**src/logic/rdma_flow_pkg.sv**
```systemverilog
`default_nettype none

package rdma_flow_pkg;

    // Request key fields
    localparam int REGION_BITS = 2;
    localparam int PID_BITS    = 4;

    // Direction bit on top of region and pid
    localparam int KEY_BITS = 1 + REGION_BITS + PID_BITS;

    localparam int LEN_BITS = 16;

    // Stored window word, only the low bits carry pointers
    localparam int PTR_BITS = 16;

    typedef logic [REGION_BITS-1:0] region_t;
    typedef logic [PID_BITS-1:0]    pid_t;
    typedef logic [KEY_BITS-1:0]    key_t;
    typedef logic [LEN_BITS-1:0]    len_t;

    // Layout from the lsb: tail, head, issued flag
    typedef logic [PTR_BITS-1:0] ptr_word_t;

    // Flow control FSM
    typedef enum logic [2:0] {
        ST_CLEAR,
        ST_IDLE,
        ST_ACK_WAIT,
        ST_REQ_WAIT,
        ST_ACK_LUP,
        ST_REQ_LUP
    } flow_state_t;

endpackage

`default_nettype wire

```
**src/logic/ssn_table.sv**
```systemverilog
`timescale 1ns/100ps
`default_nettype none

module ssn_table
    import rdma_flow_pkg::*;
#(
    parameter int ADDR_BITS = KEY_BITS,
    parameter int DATA_BITS = PTR_BITS
) (
    input  wire            aclk,
    input  wire            we,
    input  wire key_t      addr,
    input  wire ptr_word_t wdata,
    output ptr_word_t      rdata
);

// One window word per key
logic [DATA_BITS-1:0] mem [2**ADDR_BITS];
logic [DATA_BITS-1:0] rd_q;

// Registered read, a write returns the new word
always_ff @(posedge aclk) begin
    if (we) begin
        mem[addr[ADDR_BITS-1:0]] <= wdata[DATA_BITS-1:0];
        rd_q <= wdata[DATA_BITS-1:0];
    end else begin
        rd_q <= mem[addr[ADDR_BITS-1:0]];
    end
end

// Unused upper bits read as zero
assign rdata = ptr_word_t'(rd_q);

endmodule

`default_nettype wire

```
**src/logic/meta_queue.sv**
```systemverilog
`timescale 1ns/100ps
`default_nettype none

module meta_queue #(
    parameter int QDEPTH = 8,
    parameter int WIDTH  = 32
) (
    input  wire              aclk,
    input  wire              aresetn,

    input  wire              s_valid,
    output logic             s_ready,
    input  wire [WIDTH-1:0]  s_data,

    output logic             m_valid,
    input  wire              m_ready,
    output logic [WIDTH-1:0] m_data
);

localparam int AW = (QDEPTH > 1) ? $clog2(QDEPTH) : 1;
localparam int CW = $clog2(QDEPTH + 1);

logic [WIDTH-1:0] mem [QDEPTH];
logic [AW-1:0] wr_ptr;
logic [AW-1:0] rd_ptr;
logic [CW-1:0] count;
logic push;
logic pop;

assign s_ready = (count != CW'(QDEPTH));
assign m_valid = (count != '0);
assign push = s_valid && s_ready;
assign pop = m_valid && m_ready;

// Head word is visible without a read cycle
assign m_data = mem[rd_ptr];

always_ff @(posedge aclk) begin
    if (push) begin
        mem[wr_ptr] <= s_data;
    end
end

always_ff @(posedge aclk) begin
    if (!aresetn) begin
        wr_ptr <= '0;
        rd_ptr <= '0;
        count <= '0;
    end else begin
        if (push) begin
            wr_ptr <= (wr_ptr == AW'(QDEPTH - 1)) ? '0 : wr_ptr + 1'b1;
        end
        if (pop) begin
            rd_ptr <= (rd_ptr == AW'(QDEPTH - 1)) ? '0 : rd_ptr + 1'b1;
        end
        case ({push, pop})
            2'b10:   count <= count + 1'b1;
            2'b01:   count <= count - 1'b1;
            default: count <= count;
        endcase
    end
end

// The writer never offers a word to a full queue
a_no_push_full: assert property (@(posedge aclk) disable iff (!aresetn)
    s_valid |-> s_ready);

// Empty means both pointers meet
a_empty_ptrs: assert property (@(posedge aclk) disable iff (!aresetn)
    (count == '0) |-> (rd_ptr == wr_ptr));

endmodule

`default_nettype wire

```
**src/logic/rdma_flow.sv**
```systemverilog
`timescale 1ns/100ps
`default_nettype none

module rdma_flow
    import rdma_flow_pkg::*;
#(
    parameter int N_OST = 8,
    localparam int OST_BITS = $clog2(N_OST),
    localparam int RQ_BITS = 1 + REGION_BITS + PID_BITS + LEN_BITS + OST_BITS
) (
    input  wire               aclk,
    input  wire               aresetn,

    input  wire               s_req_valid,
    output logic              s_req_ready,
    input  wire               s_req_rd,
    input  wire region_t      s_req_region,
    input  wire pid_t         s_req_pid,
    input  wire len_t         s_req_len,

    input  wire               s_ack_valid,
    output logic              s_ack_ready,
    input  wire               s_ack_rd,
    input  wire region_t      s_ack_region,
    input  wire pid_t         s_ack_pid,
    input  wire               s_ack_last,

    output logic              tbl_we,
    output key_t              tbl_addr,
    output ptr_word_t         tbl_wdata,
    input  wire ptr_word_t    tbl_rdata,

    output logic              rq_valid,
    input  wire               rq_ready,
    output logic [RQ_BITS-1:0] rq_data,

    output logic              aq_valid,
    input  wire               aq_ready,
    output key_t              aq_data
);

flow_state_t state_q, state_d;
key_t clr_cnt_q;
key_t key_q;

// Request fields held for the push
logic    req_rd_q;
region_t req_region_q;
pid_t    req_pid_q;
len_t    req_len_q;

key_t ack_key;
key_t req_key;
logic ack_take;
logic req_start;
logic admit;

logic [OST_BITS-1:0] head, head_n;
logic [OST_BITS-1:0] tail, tail_n;
logic issued, issued_n;

assign ack_key = {s_ack_rd, s_ack_region, s_ack_pid};
assign req_key = {s_req_rd, s_req_region, s_req_pid};

// Acks win, a request needs room in the request queue
assign ack_take = (state_q == ST_IDLE) && s_ack_valid && aq_ready;
assign req_start = (state_q == ST_IDLE) && !s_ack_valid && s_req_valid && rq_ready;

assign tail = tbl_rdata[0 +: OST_BITS];
assign head = tbl_rdata[OST_BITS +: OST_BITS];
assign issued = tbl_rdata[2*OST_BITS];

// Window has room unless head caught up with tail while issued
assign admit = (state_q == ST_REQ_LUP) && (!issued || (head != tail));

always_ff @(posedge aclk) begin
    if (!aresetn) begin
        state_q <= ST_CLEAR;
        clr_cnt_q <= '0;
    end else begin
        state_q <= state_d;
        if (state_q == ST_CLEAR) begin
            clr_cnt_q <= clr_cnt_q + 1'b1;
        end
    end
end

always_ff @(posedge aclk) begin
    if (ack_take) begin
        key_q <= ack_key;
    end else if (req_start) begin
        key_q <= req_key;
        req_rd_q <= s_req_rd;
        req_region_q <= s_req_region;
        req_pid_q <= s_req_pid;
        req_len_q <= s_req_len;
    end
end

always_comb begin
    state_d = state_q;
    case (state_q)
        ST_CLEAR: begin
            if (clr_cnt_q == '1) begin
                state_d = ST_IDLE;
            end
        end
        ST_IDLE: begin
            if (ack_take) begin
                state_d = ST_ACK_WAIT;
            end else if (req_start) begin
                state_d = ST_REQ_WAIT;
            end
        end
        ST_ACK_WAIT: state_d = ST_ACK_LUP;
        ST_REQ_WAIT: state_d = ST_REQ_LUP;
        ST_ACK_LUP:  state_d = ST_IDLE;
        ST_REQ_LUP:  state_d = ST_IDLE;
        default:     state_d = ST_CLEAR;
    endcase
end

// Pointer update
always_comb begin
    head_n = head;
    tail_n = tail;
    issued_n = issued;
    if (state_q == ST_ACK_LUP) begin
        tail_n = tail + 1'b1;
        if (tail_n == head) begin
            issued_n = 1'b0;
        end
    end else if (admit) begin
        head_n = head + 1'b1;
        issued_n = 1'b1;
    end
end

// Table port, the key stays on the address through the lookup
always_comb begin
    tbl_we = 1'b0;
    tbl_addr = key_q;
    tbl_wdata = ptr_word_t'({issued_n, head_n, tail_n});
    case (state_q)
        ST_CLEAR: begin
            tbl_we = 1'b1;
            tbl_addr = clr_cnt_q;
            tbl_wdata = '0;
        end
        ST_IDLE:    tbl_addr = ack_take ? ack_key : req_key;
        ST_ACK_LUP: tbl_we = 1'b1;
        ST_REQ_LUP: tbl_we = admit;
        default:    tbl_we = 1'b0;
    endcase
end

assign s_ack_ready = ack_take;
assign aq_valid = ack_take && s_ack_last;
assign aq_data = ack_key;

assign s_req_ready = admit;
assign rq_valid = admit;
assign rq_data = {req_rd_q, req_region_q, req_pid_q, req_len_q, head};

// Acks only retire issued entries
a_ack_issued: assert property (@(posedge aclk) disable iff (!aresetn)
    (state_q == ST_ACK_LUP) |-> issued);

// Room in the request queue was reserved at the IDLE decision
a_req_ready_room: assert property (@(posedge aclk) disable iff (!aresetn)
    s_req_ready |-> s_req_valid && rq_ready);

// Write-back goes to the entry chosen at the IDLE decision
a_wr_key: assert property (@(posedge aclk) disable iff (!aresetn)
    (tbl_we && (state_q != ST_CLEAR)) |-> (tbl_addr == $past(tbl_addr, 2)));

endmodule

`default_nettype wire

```
**src/logic/rdma_flow_top.sv**
```systemverilog
`timescale 1ns/100ps
`default_nettype none

module rdma_flow_top
    import rdma_flow_pkg::*;
#(
    parameter int N_OST = 8,
    localparam int OST_BITS = $clog2(N_OST)
) (
    input  wire                 aclk,
    input  wire                 aresetn,

    input  wire                 s_req_valid,
    output logic                s_req_ready,
    input  wire                 s_req_rd,
    input  wire region_t        s_req_region,
    input  wire pid_t           s_req_pid,
    input  wire len_t           s_req_len,

    output logic                m_req_valid,
    input  wire                 m_req_ready,
    output logic                m_req_rd,
    output region_t             m_req_region,
    output pid_t                m_req_pid,
    output len_t                m_req_len,
    output logic [OST_BITS-1:0] m_req_offs,

    input  wire                 s_ack_valid,
    output logic                s_ack_ready,
    input  wire                 s_ack_rd,
    input  wire region_t        s_ack_region,
    input  wire pid_t           s_ack_pid,
    input  wire                 s_ack_last,

    output logic                m_ack_valid,
    input  wire                 m_ack_ready,
    output logic                m_ack_rd,
    output region_t             m_ack_region,
    output pid_t                m_ack_pid
);

// Queue words
localparam int RQ_WIDTH = 1 + REGION_BITS + PID_BITS + LEN_BITS + OST_BITS;
localparam int AQ_WIDTH = KEY_BITS;

logic tbl_we;
key_t tbl_addr;
ptr_word_t tbl_wdata;
ptr_word_t tbl_rdata;

logic rq_valid;
logic rq_ready;
logic [RQ_WIDTH-1:0] rq_data;
logic [RQ_WIDTH-1:0] rq_m_data;

logic aq_valid;
logic aq_ready;
logic [AQ_WIDTH-1:0] aq_data;
logic [AQ_WIDTH-1:0] aq_m_data;

rdma_flow #(
    .N_OST(N_OST)
) inst_flow (
    .aclk(aclk),
    .aresetn(aresetn),
    .s_req_valid(s_req_valid),
    .s_req_ready(s_req_ready),
    .s_req_rd(s_req_rd),
    .s_req_region(s_req_region),
    .s_req_pid(s_req_pid),
    .s_req_len(s_req_len),
    .s_ack_valid(s_ack_valid),
    .s_ack_ready(s_ack_ready),
    .s_ack_rd(s_ack_rd),
    .s_ack_region(s_ack_region),
    .s_ack_pid(s_ack_pid),
    .s_ack_last(s_ack_last),
    .tbl_we(tbl_we),
    .tbl_addr(tbl_addr),
    .tbl_wdata(tbl_wdata),
    .tbl_rdata(tbl_rdata),
    .rq_valid(rq_valid),
    .rq_ready(rq_ready),
    .rq_data(rq_data),
    .aq_valid(aq_valid),
    .aq_ready(aq_ready),
    .aq_data(aq_data)
);

// Only issued flag, head and tail are stored
ssn_table #(
    .ADDR_BITS(KEY_BITS),
    .DATA_BITS(2*OST_BITS + 1)
) inst_tbl (
    .aclk(aclk),
    .we(tbl_we),
    .addr(tbl_addr),
    .wdata(tbl_wdata),
    .rdata(tbl_rdata)
);

meta_queue #(
    .QDEPTH(N_OST),
    .WIDTH(RQ_WIDTH)
) inst_rq (
    .aclk(aclk),
    .aresetn(aresetn),
    .s_valid(rq_valid),
    .s_ready(rq_ready),
    .s_data(rq_data),
    .m_valid(m_req_valid),
    .m_ready(m_req_ready),
    .m_data(rq_m_data)
);

meta_queue #(
    .QDEPTH(N_OST),
    .WIDTH(AQ_WIDTH)
) inst_aq (
    .aclk(aclk),
    .aresetn(aresetn),
    .s_valid(aq_valid),
    .s_ready(aq_ready),
    .s_data(aq_data),
    .m_valid(m_ack_valid),
    .m_ready(m_ack_ready),
    .m_data(aq_m_data)
);

assign {m_req_rd, m_req_region, m_req_pid, m_req_len, m_req_offs} = rq_m_data;
assign {m_ack_rd, m_ack_region, m_ack_pid} = aq_m_data;

endmodule

`default_nettype wire

```
**config.mk**
```make
export PLATFORM = sky130hd
export DESIGN_NAME = rdma_flow_top
export DESIGN_NICKNAME = d
export VERILOG_FILES = /design/src/logic/rdma_flow_pkg.sv /design/src/logic/ssn_table.sv /design/src/logic/meta_queue.sv /design/src/logic/rdma_flow.sv /design/src/logic/rdma_flow_top.sv
export SDC_FILE = /design/constraint.sdc
export NUM_CORES = 1
export LEC_CHECK = 0
export ABC_AREA = 1
export ABC_CLOCK_PERIOD_IN_PS = 19400
export BUFFER_PORTS_ARGS = -buffer_cell sky130_fd_sc_hd__buf_2
export CAP_MARGIN = 5
export CORE_MARGIN = 2
export CORE_UTILIZATION = 58
export DETAILED_ROUTE_END_ITERATION = 7
export GPL_ROUTABILITY_DRIVEN = 0
export MAX_ROUTING_LAYER = met4
export PLACE_DENSITY = 0.72
export SYNTH_ARGS = -nofsm -noshare
export SYNTH_HDL_FRONTEND = slang
export SYNTH_SLANG_ARGS = --single-unit
```
**constraint.sdc**
```tcl
create_clock -name aclk -period 19.4 [get_ports aclk]
set_input_delay 0.97 -clock aclk [delete_from_list [all_inputs] [get_ports aclk]]
set_output_delay 0.97 -clock aclk [all_outputs]
set_load 0.01 [all_outputs]
```
==> metrics.log, run 1 <==
[metrics] outcome: finished, final reports clean
[metrics] count of standard-cell rows: approximately 110
[metrics] DIE WIDTH: 299 um
[metrics] count of nets after finishing: about 4300
[metrics] Detail Placement HPWL: 65400 um
[metrics] Largest delay share family, worst path: buffers and inverters
[metrics] cts bufs inserted: 119
[metrics] area growth from synthesis to layout: 9.40%
[metrics] drt via density: 5.92
[metrics] maximum buffer depth of the clock tree: 3
[metrics] post-cts gate resize count: 0
[metrics] P_leak: 19.6 nW
[metrics] final cycle utilization of the critical path: 0.376
[metrics] number of instances on the worst hold path: 1
[metrics] sink count of the clock tree: 1233
[metrics] Power, Total: 6.12 mW
[metrics] endpoint class of the critical path: register
[metrics] core region area: roughly 86000 um2
[metrics] mean post-synth cell area: 11.8 um2
[metrics] Detailed Route WL: between 100000 and 150000 um
[metrics] effective utilization at floorplan: 0.583
[metrics] worst reg2reg endpoint: inst_tbl.mem[106][4]
[metrics] required time of the critical path: 19780 ps
[metrics] routed wirelength normalized by instance count: 21.5 um
[metrics] post-route clock skew: 25.0 ps
[metrics] number of max-cap violations: 0
[metrics] fraction of registers with async set or reset after synthesis: 0
[metrics] worst path bufs/invs: 4
[metrics] most frequent cell on the critical path: nand2_1
[metrics] worst reg-to-reg setup slack: between 10000 and 15000 ps
[metrics] sum of overflow across all layers after global routing: 0
[metrics] CP Cell Sequence: clkinv_8 -> buf_4 -> buf_4 -> nand2_1 -> nand3_1 -> nand3_1 -> nand3_1 -> nand2_1 -> nand2_1 -> nand3_1 -> nand2_1 -> nand2_1 -> nand2_1 -> nand2_1 -> nand2_1 -> nor2_1 -> nand2_2 -> nand2_4 -> o21ai_0 -> nor2_4 -> buf_4
[metrics] remaining antenna violation count after routing: 0
[metrics] instance count of the mapped netlist: 4273
[metrics] Total GRT Usage: 0.273
[metrics] area of the multi-input gates: 12100 um2
[metrics] ANT cells: 0
[metrics] via count of the routed design: 32636
[metrics] filler instances: 6486
[metrics] power density over the cells: 111 nW/um2
[metrics] top fanout value on the critical path: 195
[metrics] net count after synthesis: between 4000 and 5000
[metrics] final setup violating endpoints: 0
[metrics] number of global-route vias before repair: 31619
[metrics] critical path class: reg -> reg
[metrics] f_max: 0.137 GHz
[metrics] Die Y: 299 um
[metrics] number of register bits inferred by synthesis: around 1200
[metrics] unrepaired setup endpoints after global routing: false
[metrics] commonest register cell after synthesis: edfxtp_1
[metrics] remaining routing DRC violations: 0
[metrics] EDFF count, synth: around 1200
[metrics] Clock Root Buffer: clkbuf_16
[metrics] sequential cell area: 36600 um2
[metrics] number of endpoints with negative hold slack in the final report: 0
[metrics] Rel. slew slack: 0.205
[metrics] slew at the pin with the worst max-slew slack: 1190 ps
[metrics] number of H-tree levels: 3
[metrics] fraction of the yosys area taken by sequential cells: 0.727
[metrics] post-CTS setup-driven buffer insertion count: 0
[metrics] Max VDD drop: 0.000106 V
[metrics] cell depth of the worst flop-to-flop path: 21
[metrics] I/O pins: 74
[metrics] clock insertion delay at the later pin of the skew report: 700 ps
[metrics] total die area: 89100 um2
[metrics] crit path time final: 7290 ps
[metrics] number of warning messages in the yosys log: 0
[metrics] Max stage delay on crit path: 1060 ps
[metrics] total negative setup slack: 0 ps
[metrics] fraction of final layout cells sized beyond drive strength 1: 0.0748
[metrics] class of the most critical hold timing path: in -> reg
[metrics] Synth cell types: 41
[metrics] largest net degree at the start of global routing: 196
[metrics] startpoint of the worst hold path: s_req_len[0]
[metrics] number of pins exceeding their max-slew limit in the final report: 0
[metrics] count of hold-fix buffers inserted at cts: 0
[metrics] first-pass GRT wire length: 182000 um
[metrics] First-pass DRT Iterations: 5
[metrics] total standard cell area after synthesis: 50300 um2
[metrics] port buffer count: 73
[metrics] slowest library cell on the worst path: dfxtp_4
[metrics] destination of the worst hold path: inst_flow.req_len_q[0]
[metrics] worst endpoint data arrival time: 7660 ps
[metrics] DRC marker count from the first detailed-route iteration: 4063
[metrics] clock tree from TritonCTS: done
[metrics] crit start category: register
[metrics] clock transition time at the flip-flop clock pins of the worst setup and hold paths: 70 ps
[metrics] number of antenna violations at the first check in global routing: 0
metal layers:
layer	vias up	GRT usage	wire length, um
li1	15058	-	-
met1	15830	0.368	48000
met2	1485	0.431	57000
met3	263	0.0392	9660
met4	0	0.0924	3950
met5	-	-	0
placed cells by master, fill, tap and decap left out, types with 4 or more instances in the layout:
cell type / count
o21ai_0: 158
a31oi_1: 35
clkbuf_1: 33
nor3_1: 13
nand3_1: 839
a21oi_1: 20
buf_2: 73
clkbuf_8: 5
bufinv_16: 14
dfxtp_1: 37
edfxtp_1: 1190
xor2_1: 4
clkinvlp_4: 7
nor3_2: 8
clkinv_2: 14
clkinv_1: 29
o22ai_1: 35
inv_6: 5
nand2_2: 4
inv_1: 70
clkbuf_16: 119
nand2_1: 1122
nor2_1: 407
nand2_4: 9
buf_4: 42
dfxtp_4: 4
ha_1: 17
synth_stat cells (all sizes together) (3+ instances only):
cell type | number | area [um2]
a21oi | 21 | 105
a31oi | 35 | 219
and3 | 3 | 18.8
buf | 180 | 1140
clkbuf | 76 | 285
clkinv | 4 | 15.0
dfxtp | 43 | 861
edfxtp | 1190 | 35700
ha | 17 | 213
inv | 76 | 293
nand2 | 1136 | 4360
nand3 | 839 | 4200
nand4 | 3 | 18.8
nor2 | 411 | 1550
nor3 | 21 | 105
o21ai | 162 | 811
o22ai | 36 | 225
xnor2 | 3 | 26.3
xor2 | 4 | 35.0
cells by family after synthesis:
group / share of synthesized area
and+or+nand+nor: 0.204
DFF: 0.727
buffers and inverters: 0.0345
AOI/OAI and AO/OA: 0.0284
adders and majority gates: 0.00462
xor gates and xnor gates: 0.00122
layout make-up:
type / count / area share
clock buffer: 157 / 0.0576
sequential: 1233 / 0.665
inverter: 80 / 0.00582
timing repair buffer: 116 / 0.0127
multi-input combinational: 2704 / 0.220
clock inverter: 67 / 0.0128
tap: 1155 / 0.0262
worst register-to-register path: stages (launching register included):
cell and delay [ps]:
dfxtp_4 1060, clkinv_8 890, buf_4 770, buf_4 580, nand2_1 190, nand3_1 70, nand3_1 140, nand3_1 130
nand2_1 110, nand2_1 50, nand3_1 120, nand2_1 80, nand2_1 70, nand2_1 270, nand2_1 140, nand2_1 50
nor2_1 120, nand2_2 170, nand2_4 150, o21ai_0 150, nor2_4 810, buf_4 750
sequential cells by signal, summed over array words and instances (netlist names), 3 cells and up, named ones only:
register and flops:
inst_aq.count 4, inst_aq.mem 56, inst_aq.rd_ptr 3, inst_aq.wr_ptr 3, inst_flow.clr_cnt_q 7, inst_flow.key_q 7
inst_flow.req_len_q 16, inst_flow.req_pid_q 4, inst_flow.state_q 3, inst_rq.count 4, inst_rq.mem 208, inst_rq.rd_ptr 3
inst_rq.wr_ptr 3, inst_tbl.mem 896
where the power goes:
group	switching, mW	leakage [nW]	internal (mW)
Combinational	0.606	6.14	0.267
Clock	0.968	1.87	1.33
Sequential	0.0337	11.6	2.91
worst max-delay path by stage:
stage,startpoint,endpoint,slack [ps],depth (start not counted)
detailed placement,register,inst_tbl.mem[102][5],12190,21
floorplan,register,inst_tbl.mem[0][0],11830,15
finish,register,inst_tbl.mem[106][4],12110,21
global placement,register,inst_tbl.mem[26][6],12340,18
CTS,register,inst_tbl.mem[27][6],12200,18
global route,register,inst_tbl.mem[1][6],11560,18
metrics by stage:
step | setup WS, ps | util | cells | hold WS [ps] | area, um2
4_1_cts | 12200 | 0.638 | 5512 | 413 | 55100
3_5_place_dp | 12190 | 0.593 | 5288 | 468 | 51200
5_1_grt | 11560 | 0.638 | 5512 | 419 | 55100
3_3_place_gp | 12340 | 0.593 | 5288 | 456 | 51200
6_report | 12110 | 0.638 | 5512 | 455 | 55100
2_1_floorplan | 11830 | - | 4273 | 444 | 50300
Power figures use the tool's default switching activity.
==> run 2, diff against run 1 <==
--- a/config.mk
+++ b/config.mk
@@ -6,7 +6,7 @@
 export NUM_CORES = 1
 export LEC_CHECK = 0
 export ABC_AREA = 1
-export ABC_CLOCK_PERIOD_IN_PS = 19400
+export ABC_CLOCK_PERIOD_IN_PS = 7030
 export BUFFER_PORTS_ARGS = -buffer_cell sky130_fd_sc_hd__buf_2
 export CAP_MARGIN = 5
 export CORE_MARGIN = 2
==> constraint.sdc (replaced) <==
create_clock -name aclk -period 7.03 [get_ports aclk]
set_input_delay 0.3515 -clock aclk [delete_from_list [all_inputs] [get_ports aclk]]
set_output_delay 0.3515 -clock aclk [all_outputs]
set_load 0.01 [all_outputs]
==> run 2 against run 1 <==
  * Critical path depth down 1
  * Global-route usage about the same
  * Highest routed layer unchanged
  * First-iteration DRC count up 1.2%
  * Critical path type unchanged
  * Non-clock buffer count up 45
  * Largest power group unchanged
==> metrics.log, run 2 (synthesis results as in run 1) <==
[metrics] outcome: finished, final reports clean
[metrics] leading cell type in the layout, fill and taps excluded: edfxtp_1
[metrics] worst endpoint data arrival time: approximately 6000 ps
[metrics] drt via density: 5.87
[metrics] area growth from synthesis to layout: 10.4%
[metrics] largest net degree at the start of global routing: 155
[metrics] Switching Fraction: 0.266
[metrics] Total GRT Usage: 0.273
[metrics] Clock Root Buffer: clkbuf_16
[metrics] First-pass DRT Iterations: 6
[metrics] total die area: 89100 um2
[metrics] number of max-cap violations: 0
[metrics] clock tree from TritonCTS: done
[metrics] remaining antenna violation count after routing: 0
[metrics] first-pass GRT wire length: 182000 um
[metrics] sum of overflow across all layers after global routing: 0
[metrics] power density over the cells: between 300 and 400 nW/um2
[metrics] port buffer count: 73
[metrics] clock insertion delay at the later pin of the skew report: a little over 700 ps
[metrics] part of the power in registers: 0.483
[metrics] Max VDD drop: 0.000235 V
[metrics] core region area: between 80000 and 90000 um2
[metrics] critical path class: reg -> reg
[metrics] number of pins exceeding their max-slew limit in the final report: 0
[metrics] effective utilization at floorplan: 0.583
[metrics] top fanout value on the critical path: 151
[metrics] I/O pins: 74
[metrics] DIE WIDTH: between 200 and 300 um
[metrics] number of endpoints with negative hold slack in the final report: 0
[metrics] routed wirelength normalized by instance count: 21.4 um
[metrics] number of global-route vias before repair: 31301
[metrics] final setup violating endpoints: 0
[metrics] P_leak: 19.8 nW
[metrics] crit path time final: 5480 ps
[metrics] Detailed Route WL: 119000 um
[metrics] clock transition time at the flip-flop clock pins of the worst setup and hold paths: ~60 ps
[metrics] Net Sw Power: 4.46 mW
[metrics] leading registers by flop count: inst_tbl.mem: 896 flops, inst_rq.mem: 208 flops, inst_aq.mem: 56 flops
[metrics] final cycle utilization of the critical path: 0.780
[metrics] Comb pwr share: 0.146
[metrics] DRC marker count from the first detailed-route iteration: 4110
[metrics] number of H-tree levels: 3
[metrics] register name with the most flops: inst_tbl.mem
[metrics] number of antenna violations at the first check in global routing: 0
[metrics] cts bufs inserted: 119
[metrics] Post-Layout Inst Area: 55500 um2
[metrics] total negative setup slack: 0 ps
[metrics] via count of the routed design: 32636
[metrics] maximum buffer depth of the clock tree: 3
[metrics] crit start category: register
[metrics] remaining routing DRC violations: 0
[metrics] Cell Int Power: 12.3 mW
[metrics] flip-flop count of the largest register after layout: around 900
[metrics] slew at the pin with the worst max-slew slack: 1220 ps
[metrics] post-route clock skew: approximately 33 ps
[metrics] endpoint class of the critical path: register
[metrics] Detail Placement HPWL: 64700 um
[metrics] sink count of the clock tree: 1233
[metrics] count of standard-cell rows: 108
[metrics] most frequent cells in the layout: edfxtp_1 (1190), nand2_1 (1122), nand3_1 (839)
[metrics] unrepaired setup endpoints after global routing: false
[metrics] required time of the critical path: 7550 ps
[metrics] Clk pwr share: 0.371
[metrics] f_max: 0.182 GHz
[metrics] Power, Total: about 17 mW
[metrics] Rel. slew slack: 0.182
[metrics] count of nets after finishing: 4354
[metrics] fraction of final layout cells sized beyond drive strength 1: 0.0777
[metrics] cell area after placement: slightly above 50000 um2
[metrics] post-cts gate resize count: 0
[metrics] Die Y: around 300 um
[metrics] class of the most critical hold timing path: in -> reg
==> run 2: layout make-up <==
| class | instances | area, um2 |
|---|---|---|
| flip-flops and latches | 1233 | 36600 |
| fillers | 6292 | 30800 |
| multi-input cells | 2704 | 12100 |
| clock buffers | 153 | 3190 |
| well taps | 1155 | 1450 |
| repair buffers | 161 | 1240 |
| clock inverters | 72 | 629 |
| inverters | 80 | 320 |
| diodes | 1 | 2.50 |
==> run 2: final timing paths <==
path / cells past startpoint / start / endpoint / slack [ps]
worst max-delay path: 20 / register / inst_tbl.mem[6][4] / 1550
worst max register to register: 20 / register / inst_tbl.mem[6][4] / 1550
worst min-delay path: 4 / m_req_ready / inst_rq.rd_ptr[2] / 40
worst min register to register: 2 / inst_rq.count[3] / inst_rq.count[3] / 490
==> run 2: stage by stage <==
stage,util,worst slack [ps],std cells,hold WS (ps)
final,0.643,1550,5559,38.5
after global routing,0.643,1160,5558,80.8
after CTS,0.643,1610,5558,1.12
after detailed placement,0.595,1650,5302,476
after global placement,0.595,1770,5302,463
after floorplan,-,765,4273,444
==> run 2: power groups by stage <==
stage | combinational (mW) | sequential [mW] | clock, mW
2_1_floorplan | 1.69 | 8.20 | 0
3_3_place_gp | 2.38 | 8.25 | 0
3_5_place_dp | 2.42 | 8.26 | 0
4_1_cts | 2.44 | 8.10 | 6.27
5_1_grt | 2.70 | 8.11 | 6.54
6_report | 2.46 | 8.10 | 6.22
==> run 2: repair_timing <==
action,CTS,global route
endpoints found under the hold margin,87,0
buffers inserted,0,0
hold buffers,31,0
==> run 2: worst max-delay path, cell delays in order (launching register included) <==
cell      delay (ps)
dfxtp_4          640
clkinv_8         570
buf_4            550
nand2_1          120
nand3_1           70
nand3_1          140
nand3_1          160
nand2_1          170
nand2_1          130
nand3_1          120
nand2_1           80
nand2_1           90
nand2_2          180
nand2_1          150
nand2_1           70
nor2_1           110
nand2_2          140
nand2_4          130
o21ai_0          170
nor2_4           960
buf_4            400
==> run 2: routing by layer <==
| layer | global-route usage | part of all wire |
|---|---|---|
| met4 | 0.0913 | 0.031 |
| met1 | 0.375 | 0.41 |
| met2 | 0.426 | 0.48 |
| met3 | 0.0377 | 0.080 |
| met5 | - | 0 |
